File: src/source/fpu_pkg.sv
package fpu_pkg;

  // ~~~~~~~~~~~~~~~~~~~~~~~~~~~~~~~~~~~~~~~~~~~~~~~~~~~~~~~~~~~~~~~~~~~~
  // Types
  // ~~~~~~~~~~~~~~~~~~~~~~~~~~~~~~~~~~~~~~~~~~~~~~~~~~~~~~~~~~~~~~~~~~~~

  typedef logic [31:0] instr_t;
  typedef logic [63:0] fp_data_t;
  typedef logic [4:0]  reg_addr_t;
  typedef logic [11:0] csr_addr_t;
  typedef logic [31:0] csr_data_t;
  typedef logic [4:0]  fflags_t;     // NV, DZ, OF, UF, NX.
  typedef logic [2:0]  rm_t;
  typedef logic [1:0]  fmt_t;

  typedef enum logic [4:0] {
    OP_NONE, OP_FLW, OP_FLD, OP_FSW, OP_FSD,
    OP_FADD, OP_FSUB, OP_FMUL, OP_FDIV, OP_FSQRT,
    OP_FSGNJ, OP_FMINMAX, OP_FCMP, OP_FMV_F2I, OP_FCLASS,
    OP_FMV_I2F, OP_FCVT_F2F, OP_FCVT_F2I, OP_FCVT_I2F,
    OP_FMADD, OP_FMSUB, OP_FNMSUB, OP_FNMADD
  } fp_op_e;

  // ~~~~~~~~~~~~~~~~~~~~~~~~~~~~~~~~~~~~~~~~~~~~~~~~~~~~~~~~~~~~~~~~~~~~
  // Sizes and encodings
  // ~~~~~~~~~~~~~~~~~~~~~~~~~~~~~~~~~~~~~~~~~~~~~~~~~~~~~~~~~~~~~~~~~~~~

  localparam int NUM_FP_REGS  = 32;
  localparam int NUM_OPERANDS = 3;   // rs1, rs2, rs3.

  localparam logic [6:0] OPCODE_FLOAD  = 7'b0000111;
  localparam logic [6:0] OPCODE_FSTORE = 7'b0100111;
  localparam logic [6:0] OPCODE_FP     = 7'b1010011;
  localparam logic [6:0] OPCODE_FMADD  = 7'b1000011;
  localparam logic [6:0] OPCODE_FMSUB  = 7'b1000111;
  localparam logic [6:0] OPCODE_FNMSUB = 7'b1001011;
  localparam logic [6:0] OPCODE_FNMADD = 7'b1001111;

  // Funct5 field, instr[31:27].
  localparam logic [4:0] FUNCT_FADD     = 5'b00000;
  localparam logic [4:0] FUNCT_FSUB     = 5'b00001;
  localparam logic [4:0] FUNCT_FMUL     = 5'b00010;
  localparam logic [4:0] FUNCT_FDIV     = 5'b00011;
  localparam logic [4:0] FUNCT_FSQRT    = 5'b01011;
  localparam logic [4:0] FUNCT_FSGNJ    = 5'b00100;
  localparam logic [4:0] FUNCT_FMINMAX  = 5'b00101;
  localparam logic [4:0] FUNCT_FCMP     = 5'b10100;
  localparam logic [4:0] FUNCT_FMV_F2I  = 5'b11100;
  localparam logic [4:0] FUNCT_FMV_I2F  = 5'b11110;
  localparam logic [4:0] FUNCT_FCVT_F2F = 5'b01000;
  localparam logic [4:0] FUNCT_FCVT_F2I = 5'b11000;
  localparam logic [4:0] FUNCT_FCVT_I2F = 5'b11010;

  localparam logic [2:0] FUNCT_W = 3'd2;   // Word load/store width.
  localparam logic [2:0] FUNCT_D = 3'd3;   // Double load/store width.

  localparam csr_addr_t CSR_FFLAGS = 12'h001;
  localparam csr_addr_t CSR_FRM    = 12'h002;
  localparam csr_addr_t CSR_FCSR   = 12'h003;

  localparam rm_t RM_DYN = 3'd7;   // Take the mode from frm.

endpackage
File: src/source/fpu_front.sv
`timescale 1ns/1ps

module fpu_front (
  input  logic               clock,
  input  logic               reset,
  input  fpu_pkg::instr_t    instr_i,
  input  logic               instr_valid_i,
  input  logic               wb_wren_i,
  input  fpu_pkg::reg_addr_t wb_waddr_i,
  input  fpu_pkg::fp_data_t  wb_wdata_i,
  input  logic               ex_wren_i,
  input  fpu_pkg::reg_addr_t ex_waddr_i,
  input  fpu_pkg::fp_data_t  ex_wdata_i,
  input  logic               mem_wren_i,
  input  fpu_pkg::reg_addr_t mem_waddr_i,
  input  fpu_pkg::fp_data_t  mem_wdata_i,
  input  logic               exc_valid_i,
  input  fpu_pkg::fflags_t   exc_fflags_i,
  input  logic               wb_cyc_i,
  input  logic               wb_stb_i,
  input  logic               wb_we_i,
  input  fpu_pkg::csr_addr_t wb_adr_i,
  input  fpu_pkg::csr_data_t wb_dat_i,
  output fpu_pkg::csr_data_t wb_dat_o,
  output logic               wb_ack_o,
  output logic               issue_valid_o,
  output fpu_pkg::fp_op_e    issue_op_o,
  output logic               issue_illegal_o,
  output logic [31:0]        issue_imm_o,
  output fpu_pkg::fmt_t      issue_fmt_o,
  output fpu_pkg::rm_t       issue_rm_o,
  output fpu_pkg::reg_addr_t issue_rd_o,
  output logic               issue_int_rden_o,
  output logic               issue_int_wren_o,
  output logic               issue_fp_wren_o,
  output fpu_pkg::fp_data_t  issue_op1_o,
  output fpu_pkg::fp_data_t  issue_op2_o,
  output fpu_pkg::fp_data_t  issue_op3_o
);
  import fpu_pkg::*;

  rm_t                          frm;
  fp_op_e                       dec_op;
  logic                         dec_illegal;
  logic [31:0]                  dec_imm;
  fmt_t                         dec_fmt;
  rm_t                          dec_rm;
  logic [NUM_OPERANDS-1:0]      dec_rden;
  reg_addr_t [NUM_OPERANDS-1:0] dec_raddr;
  reg_addr_t                    dec_rd;
  logic                         dec_int_rden;
  logic                         dec_int_wren;
  logic                         dec_fp_wren;
  fp_data_t [NUM_OPERANDS-1:0]  rf_rdata;
  fp_data_t [NUM_OPERANDS-1:0]  operand;

  fp_decode decode_i (
    .instr_i(instr_i), .frm_i(frm), .op_o(dec_op), .illegal_o(dec_illegal),
    .imm_o(dec_imm), .fmt_o(dec_fmt), .rm_o(dec_rm), .rden_o(dec_rden),
    .raddr_o(dec_raddr), .rd_o(dec_rd), .int_rden_o(dec_int_rden),
    .int_wren_o(dec_int_wren), .fp_wren_o(dec_fp_wren)
  );

  fp_regfile regfile_i (
    .clock(clock), .wren_i(wb_wren_i), .waddr_i(wb_waddr_i), .wdata_i(wb_wdata_i),
    .raddr_i(dec_raddr), .rdata_o(rf_rdata)
  );

  // ~~~~~~~~~~~~~~~~~~~~~~~~~~~~~~~~~~~~~~~~~~~~~~~~~~~~~~~~~~~~~~~~~~~~
  // One forwarding lane per source operand
  // ~~~~~~~~~~~~~~~~~~~~~~~~~~~~~~~~~~~~~~~~~~~~~~~~~~~~~~~~~~~~~~~~~~~~

  for (genvar k = 0; k < NUM_OPERANDS; k++) begin : g_lane
    fp_operand_fwd lane_i (
      .rden_i(dec_rden[k]), .raddr_i(dec_raddr[k]), .rdata_i(rf_rdata[k]),
      .ex_wren_i(ex_wren_i), .ex_waddr_i(ex_waddr_i), .ex_wdata_i(ex_wdata_i),
      .mem_wren_i(mem_wren_i), .mem_waddr_i(mem_waddr_i), .mem_wdata_i(mem_wdata_i),
      .operand_o(operand[k])
    );
  end

  fp_csr csr_i (
    .clock(clock), .reset(reset), .wb_cyc_i(wb_cyc_i), .wb_stb_i(wb_stb_i),
    .wb_we_i(wb_we_i), .wb_adr_i(wb_adr_i), .wb_dat_i(wb_dat_i),
    .exc_valid_i(exc_valid_i), .exc_fflags_i(exc_fflags_i),
    .wb_dat_o(wb_dat_o), .wb_ack_o(wb_ack_o), .frm_o(frm)
  );

  fp_issue_reg issue_i (
    .clock(clock), .reset(reset), .valid_i(instr_valid_i), .op_i(dec_op),
    .illegal_i(dec_illegal), .imm_i(dec_imm), .fmt_i(dec_fmt), .rm_i(dec_rm),
    .rd_i(dec_rd), .int_rden_i(dec_int_rden), .int_wren_i(dec_int_wren),
    .fp_wren_i(dec_fp_wren), .operand_i(operand),
    .issue_valid_o(issue_valid_o), .issue_op_o(issue_op_o),
    .issue_illegal_o(issue_illegal_o), .issue_imm_o(issue_imm_o),
    .issue_fmt_o(issue_fmt_o), .issue_rm_o(issue_rm_o), .issue_rd_o(issue_rd_o),
    .issue_int_rden_o(issue_int_rden_o), .issue_int_wren_o(issue_int_wren_o),
    .issue_fp_wren_o(issue_fp_wren_o), .issue_op1_o(issue_op1_o),
    .issue_op2_o(issue_op2_o), .issue_op3_o(issue_op3_o)
  );

endmodule

File: src/source/fp_issue_reg.sv
`timescale 1ns/1ps

module fp_issue_reg (
  input  logic                                          clock,
  input  logic                                          reset,
  input  logic                                          valid_i,
  input  fpu_pkg::fp_op_e                               op_i,
  input  logic                                          illegal_i,
  input  logic [31:0]                                   imm_i,
  input  fpu_pkg::fmt_t                                 fmt_i,
  input  fpu_pkg::rm_t                                  rm_i,
  input  fpu_pkg::reg_addr_t                            rd_i,
  input  logic                                          int_rden_i,
  input  logic                                          int_wren_i,
  input  logic                                          fp_wren_i,
  input  fpu_pkg::fp_data_t [fpu_pkg::NUM_OPERANDS-1:0] operand_i,
  output logic                                          issue_valid_o,
  output fpu_pkg::fp_op_e                               issue_op_o,
  output logic                                          issue_illegal_o,
  output logic [31:0]                                   issue_imm_o,
  output fpu_pkg::fmt_t                                 issue_fmt_o,
  output fpu_pkg::rm_t                                  issue_rm_o,
  output fpu_pkg::reg_addr_t                            issue_rd_o,
  output logic                                          issue_int_rden_o,
  output logic                                          issue_int_wren_o,
  output logic                                          issue_fp_wren_o,
  output fpu_pkg::fp_data_t                             issue_op1_o,
  output fpu_pkg::fp_data_t                             issue_op2_o,
  output fpu_pkg::fp_data_t                             issue_op3_o
);
  import fpu_pkg::*;

  always_ff @(posedge clock) begin
    if (!reset) begin
      issue_valid_o <= 1'b0;
    end else begin
      issue_valid_o <= valid_i;
    end
  end

  // Payload follows the decoder every cycle.
  always_ff @(posedge clock) begin
    issue_op_o       <= op_i;
    issue_illegal_o  <= illegal_i;
    issue_imm_o      <= imm_i;
    issue_fmt_o      <= fmt_i;
    issue_rm_o       <= rm_i;
    issue_rd_o       <= rd_i;
    issue_int_rden_o <= int_rden_i;
    issue_int_wren_o <= int_wren_i;
    issue_fp_wren_o  <= fp_wren_i;
    issue_op1_o      <= operand_i[0];
    issue_op2_o      <= operand_i[1];
    issue_op3_o      <= operand_i[2];
  end

  a_illegal_no_op: assert property (@(posedge clock) disable iff (!reset)
    valid_i && illegal_i |-> op_i == OP_NONE)
    else $error("illegal instruction issued with op %0d", op_i);

endmodule

File: src/source/fp_csr.sv
`timescale 1ns/1ps

module fp_csr (
  input  logic                clock,
  input  logic                reset,
  input  logic                wb_cyc_i,
  input  logic                wb_stb_i,
  input  logic                wb_we_i,
  input  fpu_pkg::csr_addr_t  wb_adr_i,
  input  fpu_pkg::csr_data_t  wb_dat_i,
  input  logic                exc_valid_i,
  input  fpu_pkg::fflags_t    exc_fflags_i,
  output fpu_pkg::csr_data_t  wb_dat_o,
  output logic                wb_ack_o,
  output fpu_pkg::rm_t        frm_o
);
  import fpu_pkg::*;

  fflags_t   fflags;
  rm_t       frm;
  logic      req;
  csr_data_t rd_data;

  assign req = wb_cyc_i && wb_stb_i && !wb_ack_o;   // One ack per request.

  always_comb begin
    case (wb_adr_i)
      CSR_FFLAGS: rd_data = {27'h0, fflags};
      CSR_FRM:    rd_data = {29'h0, frm};
      CSR_FCSR:   rd_data = {24'h0, frm, fflags};
      default:    rd_data = '0;
    endcase
  end

  always_ff @(posedge clock) begin
    if (!reset) begin
      fflags   <= '0;
      frm      <= '0;
      wb_ack_o <= 1'b0;
    end else begin
      wb_ack_o <= req;
      if (req && wb_we_i) begin
        case (wb_adr_i)
          CSR_FFLAGS: fflags <= wb_dat_i[4:0];
          CSR_FRM:    frm <= wb_dat_i[2:0];
          CSR_FCSR: begin
            fflags <= wb_dat_i[4:0];
            frm    <= wb_dat_i[7:5];
          end
          default: ;
        endcase
      end
      if (exc_valid_i) begin
        fflags <= exc_fflags_i;   // Beats a bus write.
      end
    end
  end

  always_ff @(posedge clock) begin
    if (req) begin
      wb_dat_o <= rd_data;
    end
  end

  assign frm_o = frm;

  a_req_known: assert property (@(posedge clock) disable iff (!reset)
    wb_cyc_i && wb_stb_i |-> !$isunknown({wb_we_i, wb_adr_i}))
    else $error("wishbone request with unknown control or address");

endmodule

File: src/source/fp_operand_fwd.sv
`timescale 1ns/1ps

module fp_operand_fwd (
  input  logic               rden_i,
  input  fpu_pkg::reg_addr_t raddr_i,
  input  fpu_pkg::fp_data_t  rdata_i,
  input  logic               ex_wren_i,
  input  fpu_pkg::reg_addr_t ex_waddr_i,
  input  fpu_pkg::fp_data_t  ex_wdata_i,
  input  logic               mem_wren_i,
  input  fpu_pkg::reg_addr_t mem_waddr_i,
  input  fpu_pkg::fp_data_t  mem_wdata_i,
  output fpu_pkg::fp_data_t  operand_o
);

  // Newest producer wins.
  always_comb begin
    operand_o = '0;
    if (rden_i) begin
      if (ex_wren_i && ex_waddr_i == raddr_i) begin
        operand_o = ex_wdata_i;
      end else if (mem_wren_i && mem_waddr_i == raddr_i) begin
        operand_o = mem_wdata_i;
      end else begin
        operand_o = rdata_i;
      end
    end
  end

endmodule

File: src/source/fp_regfile.sv
`timescale 1ns/1ps

module fp_regfile (
  input  logic                                           clock,
  input  logic                                           wren_i,
  input  fpu_pkg::reg_addr_t                             waddr_i,
  input  fpu_pkg::fp_data_t                              wdata_i,
  input  fpu_pkg::reg_addr_t [fpu_pkg::NUM_OPERANDS-1:0] raddr_i,
  output fpu_pkg::fp_data_t  [fpu_pkg::NUM_OPERANDS-1:0] rdata_o
);
  import fpu_pkg::*;

  fp_data_t regs [NUM_FP_REGS] = '{default: '0};

  always_ff @(posedge clock) begin
    if (wren_i) begin
      regs[waddr_i] <= wdata_i;
    end
  end

  // Reads see the value before a write on the same edge.
  always_comb begin
    for (int k = 0; k < NUM_OPERANDS; k++) begin
      rdata_o[k] = regs[raddr_i[k]];
    end
  end

  a_waddr_known: assert property (@(posedge clock) wren_i |-> !$isunknown(waddr_i))
    else $error("register write with unknown address");

endmodule

File: src/source/fp_decode.sv
`timescale 1ns/1ps

module fp_decode (
  input  fpu_pkg::instr_t                                instr_i,
  input  fpu_pkg::rm_t                                   frm_i,
  output fpu_pkg::fp_op_e                                op_o,
  output logic                                           illegal_o,
  output logic [31:0]                                    imm_o,
  output fpu_pkg::fmt_t                                  fmt_o,
  output fpu_pkg::rm_t                                   rm_o,
  output logic [fpu_pkg::NUM_OPERANDS-1:0]               rden_o,
  output fpu_pkg::reg_addr_t [fpu_pkg::NUM_OPERANDS-1:0] raddr_o,
  output fpu_pkg::reg_addr_t                             rd_o,
  output logic                                           int_rden_o,
  output logic                                           int_wren_o,
  output logic                                           fp_wren_o
);
  import fpu_pkg::*;

  logic [6:0] opcode;
  logic [2:0] funct3;
  logic [4:0] funct5;
  rm_t        rm_field;
  fp_op_e     op;
  logic       uses_rm;
  logic       rm_reserved;

  assign opcode   = instr_i[6:0];
  assign funct3   = instr_i[14:12];
  assign funct5   = instr_i[31:27];
  assign rm_field = instr_i[14:12];

  always_comb begin
    op = OP_NONE;
    case (opcode)
      OPCODE_FLOAD:
        case (funct3)
          FUNCT_W: op = OP_FLW;
          FUNCT_D: op = OP_FLD;
          default: op = OP_NONE;
        endcase
      OPCODE_FSTORE:
        case (funct3)
          FUNCT_W: op = OP_FSW;
          FUNCT_D: op = OP_FSD;
          default: op = OP_NONE;
        endcase
      OPCODE_FP:
        case (funct5)
          FUNCT_FADD:     op = OP_FADD;
          FUNCT_FSUB:     op = OP_FSUB;
          FUNCT_FMUL:     op = OP_FMUL;
          FUNCT_FDIV:     op = OP_FDIV;
          FUNCT_FSQRT:    op = OP_FSQRT;
          FUNCT_FSGNJ:    op = OP_FSGNJ;
          FUNCT_FMINMAX:  op = OP_FMINMAX;
          FUNCT_FCMP:     op = OP_FCMP;
          FUNCT_FMV_F2I:  op = (funct3 == 3'd0) ? OP_FMV_F2I :
                               (funct3 == 3'd1) ? OP_FCLASS : OP_NONE;
          FUNCT_FMV_I2F:  op = OP_FMV_I2F;
          FUNCT_FCVT_F2F: op = OP_FCVT_F2F;
          FUNCT_FCVT_F2I: op = OP_FCVT_F2I;
          FUNCT_FCVT_I2F: op = OP_FCVT_I2F;
          default:        op = OP_NONE;
        endcase
      OPCODE_FMADD:  op = OP_FMADD;
      OPCODE_FMSUB:  op = OP_FMSUB;
      OPCODE_FNMSUB: op = OP_FNMSUB;
      OPCODE_FNMADD: op = OP_FNMADD;
      default:       op = OP_NONE;
    endcase
  end

  // Enables follow the operation class.
  always_comb begin
    imm_o      = '0;
    rden_o     = '0;
    int_rden_o = 1'b0;
    int_wren_o = 1'b0;
    fp_wren_o  = 1'b0;
    case (op)
      OP_FLW, OP_FLD: begin
        imm_o      = {{20{instr_i[31]}}, instr_i[31:20]};
        int_rden_o = 1'b1;
        fp_wren_o  = 1'b1;
      end
      OP_FSW, OP_FSD: begin
        imm_o      = {{20{instr_i[31]}}, instr_i[31:25], instr_i[11:7]};
        int_rden_o = 1'b1;
        rden_o     = 3'b010;   // Store data comes from rs2.
      end
      OP_FADD, OP_FSUB, OP_FMUL, OP_FDIV, OP_FSGNJ, OP_FMINMAX: begin
        rden_o    = 3'b011;
        fp_wren_o = 1'b1;
      end
      OP_FSQRT, OP_FCVT_F2F: begin
        rden_o    = 3'b001;
        fp_wren_o = 1'b1;
      end
      OP_FCMP: begin
        rden_o     = 3'b011;
        int_wren_o = 1'b1;
      end
      OP_FMV_F2I, OP_FCLASS, OP_FCVT_F2I: begin
        rden_o     = 3'b001;
        int_wren_o = 1'b1;
      end
      OP_FMV_I2F, OP_FCVT_I2F: begin
        int_rden_o = 1'b1;
        fp_wren_o  = 1'b1;
      end
      OP_FMADD, OP_FMSUB, OP_FNMSUB, OP_FNMADD: begin
        rden_o    = 3'b111;
        fp_wren_o = 1'b1;
      end
      default: ;
    endcase
  end

  assign uses_rm = op inside {OP_FADD, OP_FSUB, OP_FMUL, OP_FDIV, OP_FSQRT,
                              OP_FCVT_F2F, OP_FCVT_F2I, OP_FCVT_I2F,
                              OP_FMADD, OP_FMSUB, OP_FNMSUB, OP_FNMADD};
  assign rm_reserved = uses_rm && (rm_field == 3'd5 || rm_field == 3'd6);

  assign illegal_o = (op == OP_NONE) || rm_reserved;
  assign op_o      = rm_reserved ? OP_NONE : op;
  assign rm_o      = (rm_field == RM_DYN) ? frm_i : rm_field;
  assign fmt_o     = instr_i[26:25];
  assign rd_o      = instr_i[11:7];

  assign raddr_o[0] = instr_i[19:15];
  assign raddr_o[1] = instr_i[24:20];
  assign raddr_o[2] = instr_i[31:27];

endmodule

File: config.mk
export PLATFORM = sky130hd
export DESIGN_NAME = fpu_front
export DESIGN_NICKNAME = d
export VERILOG_FILES = /design/src/source/fpu_pkg.sv /design/src/source/fpu_front.sv /design/src/source/fp_issue_reg.sv /design/src/source/fp_csr.sv /design/src/source/fp_operand_fwd.sv /design/src/source/fp_regfile.sv /design/src/source/fp_decode.sv
export SDC_FILE = /design/constraint.sdc
export NUM_CORES = 2
export LEC_CHECK = 0
export BUFFER_PORTS_ARGS = -buffer_cell sky130_fd_sc_hd__buf_2
export CAP_MARGIN = 40
export CORE_MARGIN = 2
export CORE_UTILIZATION = 57
export DETAILED_ROUTE_END_ITERATION = 16
export GPL_ROUTABILITY_DRIVEN = 0
export HOLD_SLACK_MARGIN = 0.05
export PLACE_DENSITY_LB_ADDON = 0.3
export SYNTH_ARGS = -nofsm -noshare
export SYNTH_HDL_FRONTEND = slang
export SYNTH_HIERARCHICAL = 1
export SYNTH_SLANG_ARGS = --single-unit
File: constraint.sdc
create_clock -name clock -period 7.2 [get_ports clock]
set_input_delay 2.16 -clock clock [delete_from_list [all_inputs] [get_ports clock]]
set_output_delay 2.16 -clock clock [all_outputs]
set_load 0.005 [all_outputs]
==> summary.txt <==
Clock network
  – Worst-Skew Late Latency: 0.90 ns
  – Hold buffer count at CTS: 0
  – CTS tree: built
  – Clock tree buffer depth: 3
  – Root buffer cell: clkbuf_16
  – CTS Sinks: 2309
  – Total CTS buffers: 224
  – Post-CTS sizing: 0
  – Clock-pin slew on the worst setup and hold paths: 0.06 ns
  – Setup bufs post-CTS: 0
  – H-Tree Depth: 4

Floorplanning
  – Core ar.: 217000 µm²
  – Die height: 472 µm
  – # rows: 171
  – Initial Util: 57.4%
  – Die area: 223000 µm²
  – Chip Width: 472 µm
  – Num ports: 575

STA
  – Fmax: 0.196 GHz
  – Slew Viols, Final: 0
  – Fin. Hold Viols: 0
  – Hold_ws: 0.508 ns
  – Least-Margin Pin Slew: 1.13 ns
  – Min Tclk post-route: 5.11 ns
  – Fin crit share: 70.9%
  – Clock Skews: 0.0275 ns
  – Setup TNS: 0 ns
  – # setup viols final: 0
  – Slew HR: 24.1%
  – RSZ-0062 raised after global routing: false

Drt
  – Vias after detailed routing: 84400
  – Detailed-route vias per instance: 8.27
  – DR iter-0 viols: 16000
  – Routed Antenna Nets: 0
  – First-pass detailed-route iteration total: 10
  – Final wirelength: 451000 µm
  – Per-cell routed wire length: 44.2 µm
  – DRC violations left: 0

Synth
  – Yosys cell types: 78
  – Post-Syn Area per Cell: 18.5 µm²
  – Yosys warns: 6
  – Area contributors post-synth: edfxtp_1 (49%), mux4_2 (30%), dfxtp_1 (4.1%)
  – Synth top area share: 49.4%
  – Mapped Area: 125000 µm²
  – Ys async rst share: 0%
  – Gate Count Post-Synth: 6751
  – #FFs+latches synth: 2309
  – Top_reg_cell synth: edfxtp_1
  – Sequential area share after synthesis: 53.5%
  – Cell taking the most area after synthesis: edfxtp_1
  – Number of synthesized flops with an enable pin: 2056

Global route
  – Tot GR Track Use: 40.2%
  – Initial antenna violation count: 113
  – Gr busiest metal: met2
  – GR met2 Demand/Resource: 57.4%
  – First-pass GRT wire length: 624000 µm
  – Met1 usage: 49.5%
  – Pin count of the biggest net entering global routing: 127
  – Congestion Overflow GR: 0
  – Met3 Resource Use GR: 19.1%
  – Vias in the first global route: 81100

Worst setup path
  – Worst endpoint data arrival time: 5.83 ns
  – CP max FO: 81
  – Sequence of cells on the critical path: buf_8, nor2_1, mux2_2, a311oi_2, o211ai_4, o21ai_0, a21oi_1, a31oi_4, buf_4, o31ai_1, a31oi_1
  – CP bufs+invs: 2
  – Nature of the critical path endpoint: register
  – Delay of the slowest critical-path stage: 0.53 ns
  – Crit path max-delay family: compound AO/OA/AOI/OAI gates
  – Req. time, crit path: 7.93 ns
  – Startpoint Class: input port
  – Crit-path slowest cell: buf_8
  – Critical path class: in -> reg

Placed design
  – DP Wirelength: 271000 µm
  – PortBufs: 526

Finish
  – Layout Nets: 7369
  – Number of fillers in the final layout: 14400
  – Most common cell after layout, fill and taps aside: edfxtp_1
  – Most frequent cells in the layout: edfxtp_1 (2056), mux4_2 (1668), buf_2 (526)
  – Layout cells sized above 1: 44.4%
  – Area delta synth->final: 10.5%

Run status
  – Status: complete, no violations

Power and ir drop
  – Power Dens Cells: 224 nW/µm²
  – Leakage: 44.2 nW
  – Peak supply drop: 0.000215 V

Flow run
  – Max-cap violations: 0

Worst hold path
  – Hold Crit Class: reg -> reg
-- final timing paths --
| check | from | to | slack [ns] | cells after the start |
|---|---|---|---|---|
| worst max register to register | regfile_i/regs[15][34] | issue_i/issue_op3_o[34] | 4.54 | 5 |
| worst min-delay path | csr_i/fflags[4] | csr_i/fflags[4] | 0.51 | 1 |
| worst max-delay path | instr_i[29] | issue_i/issue_op1_o[23] | 2.09 | 11 |
| worst min register to register | csr_i/fflags[4] | csr_i/fflags[4] | 0.51 | 1 |
-- kinds of logic after synthesis --
family	Yosys count	share of synthesized area (%)
AOI/OAI and AO/OA	954	5.06
adders and majority gates	1	0.00802
muxes	2251	35.1
xor gates and xnor gates	33	0.237
and+or+nand+nor	431	2.09
DFF	2309	53.5
buffers and inverters	771	4.05
other	1	0.00300
-- through the flow --
step           std cells  instance area, µm²  worst slack, ns  util [%]  power [mW]
6_report           10200              138000             2.09      63.5        30.9
4_1_cts            10100              138000             2.45      63.3        30.7
3_3_place_gp        9650              130000             1.51      59.6        18.8
3_5_place_dp        9687              130000             1.55      59.9        18.9
5_1_grt            10200              138000             1.94      63.4        31.5
2_1_floorplan       6774              125000             1.22         -        17.5
-- final cells by class --
type	count	area (µm²)	share of cell area (%)
Inverter	9	40.0	0.0290
Clock buffer	310	6500	4.71
Antenna cell	78	195	0.141
Timing Repair Buffer	833	6300	4.56
Clock inverter	112	1040	0.754
Tap cell	2854	3570	2.59
Multi-Input combinational cell	3694	53500	38.8
Sequential cell	2309	66800	48.4
-- cell usage after synthesis, types with 65 or more instances --
cell type and number:
edfxtp_1 2056, mux4_2 1668, mux2_2 298, mux2i_1 285, dfxtp_1 253, o21ai_0 252, clkbuf_1 212, buf_2 208
a31oi_1 196, nand4_1 195, o31ai_1 193, buf_4 124, o22ai_1 86, clkbuf_8 84, nor2_1 65
-- state kept, by name (all words and copies together) (netlist names) --
signal	cells
csr_i/fflags	5
issue_i/issue_fmt_o	2
csr_i/wb_dat_o	8
issue_i/issue_int_rden_o	1
issue_i/issue_valid_o	1
issue_i/issue_op2_o	64
issue_i/issue_op1_o	64
issue_i/issue_fp_wren_o	1
regfile_i/regs	2048
csr_i/frm_o	3
issue_i/issue_imm_o	32
issue_i/issue_rm_o	3
issue_i/issue_illegal_o	1
issue_i/issue_rd_o	5
issue_i/issue_op3_o	64
issue_i/issue_op_o	5
issue_i/issue_int_wren_o	1
csr_i/wb_ack_o	1
-- power breakdown --
group / leakage, nW / switching (mW) / internal [mW]
Combinational: 19.9 / 2.35 / 1.59
Sequential: 20.6 / 0.108 / 14.7
Clock: 3.71 / 5.21 / 6.87
-- per-layer routing --
metal  share of wire, %  wire (µm)
met5              0.088        398
met1                 30     137000
met4                7.6      34400
met2                 43     196000
met3                 19      83600
-- worst reg2reg max path, cell delays in order, from the launching register on --
cell	delay [ns]
edfxtp_1	0.42
mux4_2	0.49
mux2_2	0.31
a221o_1	0.65
o21ai_0	0.49
a31oi_1	0.16
No activity file was read; power rests on OpenSTA's default activity.
